File: src/verilog/core_consts.svh
`ifndef CORE_CONSTS_SVH
`define CORE_CONSTS_SVH

////////////////////////////////////////////////////////////
// Register file
////////////////////////////////////////////////////////////

// Architectural registers, register 0 hardwired to zero
`define CORE_NUM_REGS 16

////////////////////////////////////////////////////////////
// Multiplier sequencing
////////////////////////////////////////////////////////////

// Shift-add steps per multiply
`define CORE_MUL_STEPS 8

// Multiplier bits retired per step (radix 16)
`define CORE_MUL_STEP_BITS 4

// Step counter width, enough for CORE_MUL_STEPS states
`define CORE_TIMER_BITS 3

`endif

File: src/verilog/core_pkg.sv
`include "core_consts.svh"

package core_pkg;

	// Data word and register index
	typedef logic [31:0] word_t;
	typedef logic [$clog2(`CORE_NUM_REGS)-1:0] reg_idx_t;

	// Retired instruction count that wraps at 256
	typedef logic [7:0] count_t;

	// Unlisted opcode values act as NOP
	typedef enum logic [3:0] {
		NOP  = 4'd0,
		ADD  = 4'd1,
		SUB  = 4'd2,
		AND  = 4'd3,
		XOR  = 4'd4,
		ADDI = 4'd5,
		LUI  = 4'd6,
		MUL  = 4'd7,
		WFI  = 4'd15
	} opcode_e;

	// Register form
	typedef struct packed {
		opcode_e     opcode;
		reg_idx_t    rd;
		reg_idx_t    rs1;
		reg_idx_t    rs2;
		logic [15:0] unused;
	} insn_r_t;

	// Immediate form sharing the upper fields
	typedef struct packed {
		opcode_e     opcode;
		reg_idx_t    rd;
		reg_idx_t    rs1;
		// Bits 19 to 16 carry nothing here
		logic [3:0]  unused;
		logic [15:0] imm;
	} insn_i_t;

	// One instruction word seen both ways
	typedef union packed {
		insn_r_t r;
		insn_i_t i;
	} insn_u;

endpackage

File: src/verilog/pipe_ctrl.sv
`timescale 1ns/1ps

module pipe_ctrl (
	input  logic              clock,
	input  logic              rst_n,
	input  logic              inst_valid,
	input  core_pkg::opcode_e inst_op,
	input  logic              mul_done,
	output logic              accept,
	output logic              busy,
	output logic              halt,
	output logic              mul_start,
	output logic              exec_mul
);

	typedef enum logic [1:0] {
		RUN,
		MUL_LOAD,
		MUL_STEP,
		HALTED
	} state_e;

	state_e state;
	state_e state_nxt;

	// Take a new word only when idle
	assign accept = inst_valid && !busy && !halt;

	// Busy comes straight off the state flops
	assign busy = (state != RUN);

	// Operand load happens in the cycle after a MUL is accepted
	assign mul_start = (state == MUL_LOAD);

	// Write-back source is the multiplier until it is done
	assign exec_mul = (state == MUL_LOAD) || (state == MUL_STEP);

	////////////////////////////////////////////////////////////
	// Next state
	////////////////////////////////////////////////////////////

	always_comb begin
		state_nxt = state;
		case (state)
			RUN: begin
				if (accept && inst_op == core_pkg::MUL)
					state_nxt = MUL_LOAD;
				else if (accept && inst_op == core_pkg::WFI)
					state_nxt = HALTED;
			end
			MUL_LOAD: state_nxt = MUL_STEP;
			// Leave on the cycle the product is written back
			MUL_STEP: begin
				if (mul_done)
					state_nxt = RUN;
			end
			// Only reset gets out of here
			default: state_nxt = HALTED;
		endcase
	end

	always_ff @(posedge clock) begin
		if (!rst_n) begin
			state <= RUN;
			halt  <= 1'b0;
		end else begin
			state <= state_nxt;
			// Halt one edge after WFI, once the older ALU op has retired
			halt  <= halt || (state == HALTED);
		end
	end

endmodule

File: src/verilog/mul_timer.sv
`timescale 1ns/1ps
`include "core_consts.svh"

module mul_timer (
	input  logic clock,
	input  logic rst_n,
	input  logic start,
	output logic step,
	output logic last
);

	logic                        running;
	logic [`CORE_TIMER_BITS-1:0] cnt;

	// One step per cycle while running
	assign step = running;
	assign last = running && (cnt == `CORE_TIMER_BITS'(`CORE_MUL_STEPS - 1));

	always_ff @(posedge clock) begin
		if (!rst_n) begin
			running <= 1'b0;
			cnt     <= '0;
		end else if (start) begin
			running <= 1'b1;
			cnt     <= '0;
		end else if (running) begin
			// Stop after the final step
			if (last)
				running <= 1'b0;
			cnt <= cnt + 1'b1;
		end
	end

endmodule

File: src/verilog/mul_unit.sv
`timescale 1ns/1ps
`include "core_consts.svh"

module mul_unit (
	input  logic            clock,
	input  logic            rst_n,
	input  logic            load,
	input  logic            step,
	input  logic            last,
	input  core_pkg::word_t a,
	input  core_pkg::word_t b,
	output core_pkg::word_t product,
	output logic            mul_done
);

	// Multiplicand, shifted up one digit per step
	core_pkg::word_t mcand;
	// Multiplier bits not yet consumed
	core_pkg::word_t mplier;
	// Running sum of partial products
	core_pkg::word_t acc;
	core_pkg::word_t partial;

	// Multiplicand times the low digit
	assign partial = mcand * core_pkg::word_t'(mplier[`CORE_MUL_STEP_BITS-1:0]);

	assign product = acc;

	always_ff @(posedge clock) begin
		if (load) begin
			mcand  <= a;
			mplier <= b;
			acc    <= '0;
		end else if (step) begin
			acc    <= acc + partial;
			mcand  <= mcand << `CORE_MUL_STEP_BITS;
			mplier <= mplier >> `CORE_MUL_STEP_BITS;
		end
	end

	// Done lines up with the final sum
	always_ff @(posedge clock) begin
		if (!rst_n)
			mul_done <= 1'b0;
		else
			mul_done <= last;
	end

endmodule

File: src/verilog/issue_stage.sv
`timescale 1ns/1ps

module issue_stage (
	input  logic               clock,
	input  logic               rst_n,
	input  logic               accept,
	input  core_pkg::insn_u    inst,
	output logic               issue_valid,
	output core_pkg::opcode_e  op,
	output core_pkg::reg_idx_t rd,
	output core_pkg::reg_idx_t rs1,
	output core_pkg::reg_idx_t rs2,
	output core_pkg::word_t    imm
);

	core_pkg::insn_u inst_q;

	////////////////////////////////////////////////////////////
	// Issue pipeline register
	////////////////////////////////////////////////////////////

	always_ff @(posedge clock) begin
		if (!rst_n)
			issue_valid <= 1'b0;
		else
			issue_valid <= accept;
	end

	// Fields held until the next accept
	always_ff @(posedge clock) begin
		if (accept)
			inst_q <= inst;
	end

	// Register fields from the register form
	assign op  = inst_q.r.opcode;
	assign rd  = inst_q.r.rd;
	assign rs1 = inst_q.r.rs1;
	assign rs2 = inst_q.r.rs2;

	// Immediate from the immediate form
	always_comb begin
		if (inst_q.i.opcode == core_pkg::LUI)
			imm = {inst_q.i.imm, 16'h0000};
		else
			imm = {{16{inst_q.i.imm[15]}}, inst_q.i.imm};
	end

endmodule

File: src/verilog/reg_file.sv
`timescale 1ns/1ps
`include "core_consts.svh"

module reg_file (
	input  logic               clock,
	input  logic               rst_n,
	input  core_pkg::reg_idx_t rs1,
	input  core_pkg::reg_idx_t rs2,
	input  logic               wr_en,
	input  core_pkg::reg_idx_t wr_idx,
	input  core_pkg::word_t    wr_data,
	output core_pkg::word_t    rs1_data,
	output core_pkg::word_t    rs2_data
);

	core_pkg::word_t regs [`CORE_NUM_REGS];

	// Write port, register 0 never changes
	always_ff @(posedge clock) begin
		if (!rst_n) begin
			for (int i = 0; i < `CORE_NUM_REGS; i++)
				regs[i] <= '0;
		end else if (wr_en && wr_idx != '0) begin
			regs[wr_idx] <= wr_data;
		end
	end

	// Combinational reads, zero for index 0
	assign rs1_data = (rs1 == '0) ? '0 : regs[rs1];
	assign rs2_data = (rs2 == '0) ? '0 : regs[rs2];

endmodule

File: src/verilog/exec_alu.sv
`timescale 1ns/1ps

module exec_alu (
	input  logic              valid,
	input  core_pkg::opcode_e op,
	input  core_pkg::word_t   a,
	input  core_pkg::word_t   b,
	input  core_pkg::word_t   imm,
	output logic              alu_valid,
	output core_pkg::word_t   result
);

	logic is_alu;

	// Single-cycle ops only, MUL goes to the multiplier
	always_comb begin
		is_alu = 1'b1;
		result = '0;
		case (op)
			core_pkg::ADD:  result = a + b;
			core_pkg::SUB:  result = a - b;
			core_pkg::AND:  result = a & b;
			core_pkg::XOR:  result = a ^ b;
			core_pkg::ADDI: result = a + imm;
			// Already placed in the upper half
			core_pkg::LUI:  result = imm;
			default:        is_alu = 1'b0;
		endcase
	end

	assign alu_valid = valid && is_alu;

endmodule

File: src/verilog/retire_stage.sv
`timescale 1ns/1ps

module retire_stage (
	input  logic               clock,
	input  logic               rst_n,
	input  logic               alu_valid,
	input  core_pkg::word_t    alu_result,
	input  core_pkg::reg_idx_t rd,
	input  logic               exec_mul,
	input  logic               mul_done,
	input  core_pkg::word_t    product,
	output logic               wr_en,
	output core_pkg::reg_idx_t wr_idx,
	output core_pkg::word_t    wr_data,
	output logic               retire_valid,
	output core_pkg::reg_idx_t retire_rd,
	output core_pkg::word_t    retire_value,
	output core_pkg::count_t   inst_count
);

	core_pkg::reg_idx_t mul_rd;
	logic               mul_pending;

	// Grab the destination on the first cycle of a multiply
	always_ff @(posedge clock) begin
		if (exec_mul && !mul_pending)
			mul_rd <= rd;
	end

	always_ff @(posedge clock) begin
		if (!rst_n)
			mul_pending <= 1'b0;
		else
			mul_pending <= exec_mul && !mul_done;
	end

	////////////////////////////////////////////////////////////
	// Write-back select
	////////////////////////////////////////////////////////////

	assign wr_en   = exec_mul ? mul_done : alu_valid;
	assign wr_idx  = exec_mul ? mul_rd : rd;
	assign wr_data = exec_mul ? product : alu_result;

	// Retire register, one cycle behind the write
	always_ff @(posedge clock) begin
		if (!rst_n) begin
			retire_valid <= 1'b0;
			inst_count   <= '0;
		end else begin
			retire_valid <= wr_en;
			inst_count   <= inst_count + core_pkg::count_t'(wr_en);
		end
	end

	always_ff @(posedge clock) begin
		retire_rd    <= wr_idx;
		retire_value <= wr_data;
	end

endmodule

File: src/verilog/tiny_core.sv
`timescale 1ns/1ps

module tiny_core (
	input  logic               clock,
	input  logic               rst_n,
	input  logic               inst_valid,
	input  core_pkg::insn_u    inst,
	output logic               busy,
	output logic               halt,
	output logic               retire_valid,
	output core_pkg::reg_idx_t retire_rd,
	output core_pkg::word_t    retire_value,
	output core_pkg::count_t   inst_count
);

	// Control
	logic accept;
	logic mul_start;
	logic exec_mul;

	// Multiplier
	logic            step;
	logic            last;
	logic            mul_done;
	core_pkg::word_t product;

	// Issue
	logic               issue_valid;
	core_pkg::opcode_e  op;
	core_pkg::reg_idx_t rd;
	core_pkg::reg_idx_t rs1;
	core_pkg::reg_idx_t rs2;
	core_pkg::word_t    imm;
	core_pkg::word_t    rs1_data;
	core_pkg::word_t    rs2_data;

	// Execute and write-back
	logic               alu_valid;
	core_pkg::word_t    alu_result;
	logic               wr_en;
	core_pkg::reg_idx_t wr_idx;
	core_pkg::word_t    wr_data;

	////////////////////////////////////////////////////////////
	// Control and multiply sequencing
	////////////////////////////////////////////////////////////

	pipe_ctrl u_pipe_ctrl (
		.clock      (clock),
		.rst_n      (rst_n),
		.inst_valid (inst_valid),
		.inst_op    (inst.r.opcode),
		.mul_done   (mul_done),
		.accept     (accept),
		.busy       (busy),
		.halt       (halt),
		.mul_start  (mul_start),
		.exec_mul   (exec_mul)
	);

	mul_timer u_mul_timer (
		.clock (clock),
		.rst_n (rst_n),
		.start (mul_start),
		.step  (step),
		.last  (last)
	);

	// Operands come from the register file read at issue
	mul_unit u_mul_unit (
		.clock    (clock),
		.rst_n    (rst_n),
		.load     (mul_start),
		.step     (step),
		.last     (last),
		.a        (rs1_data),
		.b        (rs2_data),
		.product  (product),
		.mul_done (mul_done)
	);

	////////////////////////////////////////////////////////////
	// Issue, execute, retire
	////////////////////////////////////////////////////////////

	issue_stage u_issue_stage (
		.clock       (clock),
		.rst_n       (rst_n),
		.accept      (accept),
		.inst        (inst),
		.issue_valid (issue_valid),
		.op          (op),
		.rd          (rd),
		.rs1         (rs1),
		.rs2         (rs2),
		.imm         (imm)
	);

	reg_file u_reg_file (
		.clock    (clock),
		.rst_n    (rst_n),
		.rs1      (rs1),
		.rs2      (rs2),
		.wr_en    (wr_en),
		.wr_idx   (wr_idx),
		.wr_data  (wr_data),
		.rs1_data (rs1_data),
		.rs2_data (rs2_data)
	);

	exec_alu u_exec_alu (
		.valid     (issue_valid),
		.op        (op),
		.a         (rs1_data),
		.b         (rs2_data),
		.imm       (imm),
		.alu_valid (alu_valid),
		.result    (alu_result)
	);

	retire_stage u_retire_stage (
		.clock        (clock),
		.rst_n        (rst_n),
		.alu_valid    (alu_valid),
		.alu_result   (alu_result),
		.rd           (rd),
		.exec_mul     (exec_mul),
		.mul_done     (mul_done),
		.product      (product),
		.wr_en        (wr_en),
		.wr_idx       (wr_idx),
		.wr_data      (wr_data),
		.retire_valid (retire_valid),
		.retire_rd    (retire_rd),
		.retire_value (retire_value),
		.inst_count   (inst_count)
	);

endmodule

File: config.mk
export PLATFORM = sky130hd
export DESIGN_NAME = tiny_core
export DESIGN_NICKNAME = d
export VERILOG_FILES = /design/src/verilog/core_pkg.sv /design/src/verilog/pipe_ctrl.sv /design/src/verilog/mul_timer.sv /design/src/verilog/mul_unit.sv /design/src/verilog/issue_stage.sv /design/src/verilog/reg_file.sv /design/src/verilog/exec_alu.sv /design/src/verilog/retire_stage.sv /design/src/verilog/tiny_core.sv
export VERILOG_INCLUDE_DIRS = /design/src /design/src/verilog
export SDC_FILE = /design/constraint.sdc
export NUM_CORES = 2
export LEC_CHECK = 0
export ABC_AREA = 0
export BUFFER_PORTS_ARGS = -buffer_cell sky130_fd_sc_hd__buf_2
export CAP_MARGIN = 10
export CORE_MARGIN = 2
export CORE_UTILIZATION = 65
export DETAILED_ROUTE_END_ITERATION = 6
export PLACE_DENSITY = 0.8
export RECOVER_POWER = 50
export SLEW_MARGIN = 5
export SYNTH_ARGS = -nofsm -noshare
export SYNTH_HDL_FRONTEND = slang
export SYNTH_SLANG_ARGS = --single-unit
export TNS_END_PERCENT = 30
File: constraint.sdc
create_clock -name clock -period 10.35 [get_ports clock]
set_input_delay 0 -clock clock [delete_from_list [all_inputs] [get_ports clock]]
set_output_delay 0 -clock clock [all_outputs]
set_load 0.01 [all_outputs]
# Yosys cells after proc, flatten, opt, wreduce, memory -nomap -nowiden
# Memory sizes are Yosys's and may differ from the RTL's. A register that Yosys moved wholly into a read port is not among the register bits.
# Cells that the tools add are included.
# W data, S select, Z words.
# classes
n_mux	28
bitwise	3
multipliers	1
n_addsub	6
eq_ne	14
n_reduce_logical	25
# ops
cell	count
$mux W32	8
$pmux W32 S6	1
$add A32 B32 Y32	3
$and A32 B32 Y32	1
$mul A32 B4 Y32	1
$reduce_or A32 Y1	1
$sub A32 B32 Y32	1
$xor A32 B32 Y32	1
$mux W31	1
$eq A4 B3 Y1 const B	4
$mux W4	4
$mux W1	10
$logic_and A1 B1 Y1	9
$add A8 B1 Y8	1
$eq A4 B2 Y1 const B	2
$logic_not A4 Y1	2
$mux W2	3
$pmux W2 S3	1
$reduce_or A6 Y1	1
$eq A2 B2 Y1 const B	2
$eq A4 B1 Y1 const B	1
$eq A4 B4 Y1 const B	1
$logic_not A1 Y1	4
$reduce_bool A2 Y1	2
11 further kinds	12
# word_totals
wordCells	94
regBits	187
output_inout_bits	47
input_bits	35
n_memories	1
ramBits	512
# mem_list
memory	words	width	rd	rd_clocked_by_memory_dff	wr	line_no	source
u_reg_file.regs	16	32	2	2	16	reg_file.sv:16	core_pkg::word_t regs [`CORE_NUM_REGS];

# Longest topological paths before layout
# depth
ltp_word	11
depth_mapped	28
depth_no_buf	22

# Hierarchy
# Synthesis repeated with hierarchy kept, for this count alone.
# unflattened
hier_cells	3373
area_unflattened_um2	41285.8
# modules_own_cells
mod	seq_area_each_um2	cells_per_inst	n_inst	area_per_inst_um2
reg_file	14443.9	1777	1	25585.8
mul_unit	2582.5	841	1	8513.2
exec_alu	0.0	507	1	3677.3
retire_stage	1041.0	121	1	1685.4
issue_stage	980.9	87	1	1435.1
pipe_ctrl	60.1	24	1	216.5
mul_timer	80.1	16	1	172.7

# Least setup slack after synthesis
# OpenSTA, ideal clock, no wires.
# synth_timing
path_kind	flip-flop to flip-flop
from	register (tool-made name)
to	memory u_reg_file.regs[1][25] (netlist name), data pin
synth_period_minus_slack_ps	6562
t_arrival_ps	6291
setup_time_ps	271
path_buffers	5
stages_incl_launch_ff	26
path_slack_ps	3788
required_ps	10079
cell_sequence	dfxtp_1 > buf_4 > buf_4 > buf_6 > buf_2 > mux4_2 > a221oi_1 > nand2b_1 > ha_1 > a21boi_0 > nand2_1 > nor2_1 > o21ai_0 > xnor2_1 > o21ai_0 > ha_1 > a21oi_1 > o21ai_0 > a21oi_1 > nor3b_1 > a211oi_1 > o31a_1 > o21a_1 > nor4_1 > clkbuf_1 > nor4_1
# synth_rtl
element	line_no
to (decl)	reg_file.sv:16

==> impl_table.tex <==
\begin{tabular}{lr}
\hline
Metric & Value \\
\hline
\multicolumn{2}{l}{\textbf{Run}} \\
Max cap viols & 29 \\
\multicolumn{2}{l}{\textbf{Timing}} \\
Max-Slew Margin vs Limit & -163\% \\
Setup-failing EPs final & 0 \\
Worst-Margin Slew & between 3 and 4 ns \\
Maximum frequency from static timing analysis & between 100 and 150 MHz \\
Clock Skew & roughly 0.032 ns \\
TNS Setup & 0 ns \\
Max-slew violation total from the final report & between 1,000 and 1,500 \\
Final number of hold-violating endpoints & 0 \\
Minimum clock period & between 9 and 10 ns \\
Setup repair after global routing missed its margin & false \\
Period utilisation layout & between 90\% and 100\% \\
\multicolumn{2}{l}{\textbf{Worst setup path}} \\
Largest fanout of any net on the critical path & between 40 and 50 \\
Critical path class & reg -> reg \\
Worst setup path startpoint & u\_pipe\_ctrl.state[0]\$\_SDFFE\_PN0P\_ \\
Most repeated library cell on the critical path & sky130\_fd\_sc\_hd\_\_clkbuf\_1 \\
CP Capture Type & flip-flop \\
Data required time at the worst endpoint & just over 10 ns \\
Critical Path AT & between 9 and 10 ns \\
Beginning of the worst register-to-register path & u\_pipe\_ctrl.state[0]\$\_SDFFE\_PN0P\_ \\
Cell breakdown of the critical path & inv\_1, ha\_1, clkbuf\_1, nor4\_1, clkbuf\_1, a22o\_1, nand2\_1, nor3\_1, nand2\_1, clkbuf\_1, nand2\_1, clkbuf\_1 \\
Max stage delay cell, worst path & sky130\_fd\_sc\_hd\_\_clkbuf\_1 \\
CP startpoint kind & flip-flop \\
Critical path's largest stage delay & between 2 and 2.5 ns \\
\multicolumn{2}{l}{\textbf{Floorplan}} \\
Die H & about 260 um \\
Area of the die & around 65,000 um\^{}2 \\
Num ports & approximately 80 \\
Standard-cell rows & roughly 90 \\
Width of the chip & about 260 um \\
Initial cell density of the core & about two thirds \\
Total core area & around 63,000 um\^{}2 \\
\multicolumn{2}{l}{\textbf{Logic synthesis}} \\
Post-synthesis average cell area & $\sim$13 um\^{}2 \\
Count of warnings emitted by yosys & 0 \\
Number of enable-type register cells in the synthesized netlist & approximately 610 \\
Leading area contributor after synthesis & sky130\_fd\_sc\_hd\_\_edfxtp\_1 \\
Dominant synthesized flop cell & sky130\_fd\_sc\_hd\_\_edfxtp\_1 \\
Post-synthesis register bit count & $\sim$710 \\
Post-synthesis instance area & about 40,000 um\^{}2 \\
Sequential fraction of the synthesis area & between 40\% and 50\% \\
Yosys top cell area share & around 45\% \\
Cell types with the largest area share after synthesis & sky130\_fd\_sc\_hd\_\_edfxtp\_1 45\%, sky130\_fd\_sc\_hd\_\_mux4\_2 15\%, sky130\_fd\_sc\_hd\_\_nor2\_1 4.9\% \\
Number of library cell types mapped by synthesis & 78 \\
Share of async-settable or async-resettable flops after synthesis & 0\% \\
Syn Inst Count & 3,277 \\
\multicolumn{2}{l}{\textbf{CTS}} \\
Setup bufs post-CTS & 0 \\
Clk Tree Root Cell & sky130\_fd\_sc\_hd\_\_clkbuf\_16 \\
Max Root-Sink Buffers & 3 \\
Worst-skew pair later-pin latency & 0.65 ns \\
Reg clk slew, reported paths & 0.06 ns \\
Count of hold-fix buffers inserted at cts & 33 \\
Total of cells resized after clock tree synthesis & 0 \\
Number of buffers created by CTS & 76 \\
Clock tree from TritonCTS & done \\
Sinks on Clock Net & approximately 710 \\
Number of H-tree levels & 3 \\
\multicolumn{2}{l}{\textbf{Hold path}} \\
Hold\_sp & inst[12] \\
Type of the most critical hold path & in -> reg \\
\multicolumn{2}{l}{\textbf{Detailed routing}} \\
Detail Route Antenna Nets & 0 \\
Number of vias after detailed routing & 31,700 \\
DRT Pass-1 Iters & 7 \\
Overall routed net length & around 140 mm \\
DRC viols & 24 \\
DRT iter0 DRCs & 5,239 \\
Detailed-route vias per instance & $\sim$7.4 \\
Post-detailed-route wirelength per cell & between 30 and 40 um \\
\multicolumn{2}{l}{\textbf{Finish}} \\
Most common cell after layout, fill and taps aside & sky130\_fd\_sc\_hd\_\_edfxtp\_1 \\
Non-filler cells in the finished layout & approximately 4,300 \\
Finished Core Util & roughly 72\% \\
Layout cell share with drive strength beyond 1 & about 17\% \\
Final \#Nets & 3,593 \\
Leading cell types in the layout, fill and taps excluded & 612 x sky130\_fd\_sc\_hd\_\_edfxtp\_1, 533 x sky130\_fd\_sc\_hd\_\_nor2\_1, 280 x sky130\_fd\_sc\_hd\_\_mux4\_2 \\
Area growth, synth to finish & 10.3\% \\
\multicolumn{2}{l}{\textbf{GRT}} \\
Tot GR Track Use & $\sim$43\% \\
Pin count of the biggest net entering global routing & around 100 \\
Antenna violations before repair & 4 \\
Congestion Overflow GR & 0 \\
Global-route wire length before repair & approximately 200 mm \\
Via count of the first global-routing pass & $\sim$31,000 \\
\multicolumn{2}{l}{\textbf{Status}} \\
Outcome & finished with violations \\
Failing checks & design-rule violations, max-capacitance violations, max-slew violations \\
\multicolumn{2}{l}{\textbf{Placement}} \\
Final estimated routing congestion in global placement & around 1.0 \\
Total placed cells including tap cells & between 4,000 and 5,000 \\
Port buffer count & slightly above 80 \\
Detailed Place HPWL & between 80 and 90 mm \\
\multicolumn{2}{l}{\textbf{Pwr}} \\
Pwr/cell area & about 360 nW/um\^{}2 \\
Static leakage & between 15 and 20 nW \\
Worst vdd rail ir drop & about 250 uV \\
\hline
\end{tabular}
[synth_stat cells (all sizes together) (18+ instances only)]
cell type    n
a211oi      18
a21o        40
a21oi       81
a222oi      23
a22oi       49
a31oi       43
and2        52
buf         56
clkbuf     181
dfxtp       95
edfxtp     612
fa          87
ha         107
inv        141
mux2        59
mux2i       51
mux4       284
nand2      239
nand3       34
nor2       533
nor2b       54
nor3        56
nor4        27
o211ai      18
o21a        23
o21ai       75
xnor2       44
xor2        19
[report_power, final]
group          internal (W)  total, W  switching, W
combinational       0.00376   0.00927       0.00550
clock               0.00174   0.00293       0.00119
sequential          0.00357   0.00410      0.000528
[metrics by stage]
step	hold WS (ns)	setup slack, ns	cell area, um^2	power (W)
global route	0.0998	1.07	45200	0.0172
detailed placement	0.178	2.24	42500	0.0130
floorplan	0.0989	3.79	41100	0.0105
CTS	0.0590	2.15	45400	0.0160
finish	0.0819	0.646	45200	0.0163
global placement	0.179	2.40	42500	0.0127
[area by class of cell]
class	instances	area, um^2
sequential	707	20300
multi-input combinational	2220	19300
fill	4063	17500
clock buffer	106	2150
timing repair buffer	215	1320
tap	846	1060
inverter	144	541
clock inverter	34	500
antenna	1	2.50
[flip-flops by register name, summed over array words and instances, names as in the netlist, named ones only]
name	flops
u_retire_stage.retire_value	32
u_mul_timer.step	1
u_mul_timer.cnt	3
u_retire_stage.mul_rd	4
u_mul_unit.mcand	32
u_mul_unit.mplier	32
u_issue_stage.issue_valid	1
u_mul_unit.mul_done	1
u_retire_stage.retire_valid	1
u_pipe_ctrl.halt	1
u_retire_stage.inst_count	8
u_mul_unit.product	32
u_reg_file.regs	512
u_issue_stage.inst_q	32
u_pipe_ctrl.state	2
u_retire_stage.retire_rd	4
u_retire_stage.mul_pending	1
[per-layer routing]
| layer | GRT usage, % | vias to the layer above | part of all wire [%] |
|---|---|---|---|
| met3 | 15.9 | 885 | 17 |
| met5 | 0.827 | - | 0.12 |
| met1 | 53.0 | 15100 | 31 |
| li1 | - | 12500 | - |
| met2 | 64.4 | 3185 | 44 |
| met4 | 27.7 | 8 | 8.0 |
[path summary, 6_finish.rpt]
| check | endpoint | slack [ns] | cells after the start |
|---|---|---|---|
| max | u_reg_file.regs[4][27]$_SDFFCE_PN0P_ | 0.65 | 12 |
| max reg2reg | u_reg_file.regs[4][27]$_SDFFCE_PN0P_ | 0.65 | 12 |
| min reg2reg | u_retire_stage.mul_rd[3]$_DFFE_PP_ | 0.47 | 0 |
| min | u_issue_stage.inst_q[12]$_DFFE_PP_ | 0.08 | 2 |
[logic make-up (layout without fill, tap and decap cells)]
group | Yosys count | in the layout | share of synthesized area, %
simple gates | 1072 | 1072 | 11.5
xor+xnor | 63 | 63 | 1.35
mux | 394 | 394 | 18.5
compound gates | 465 | 465 | 7.88
other cells | 1 | 33 | 0.00915
fa+ha+maj | 194 | 194 | 7.52
flops | 707 | 707 | 49.5
buf+inv | 381 | 499 | 3.74
[critical path, delay by kind of cell (launching register included)]
kind	cells	cell delay [ns]
flip-flops	1	0.38
AO/OA/AOI/OAI	1	0.38
adder cells (fa/ha/maj)	1	0.28
AND/OR/NAND/NOR	5	1.91
buffers and inverters	5	5.98
Note: power is estimated with default switching activity, not from simulation.
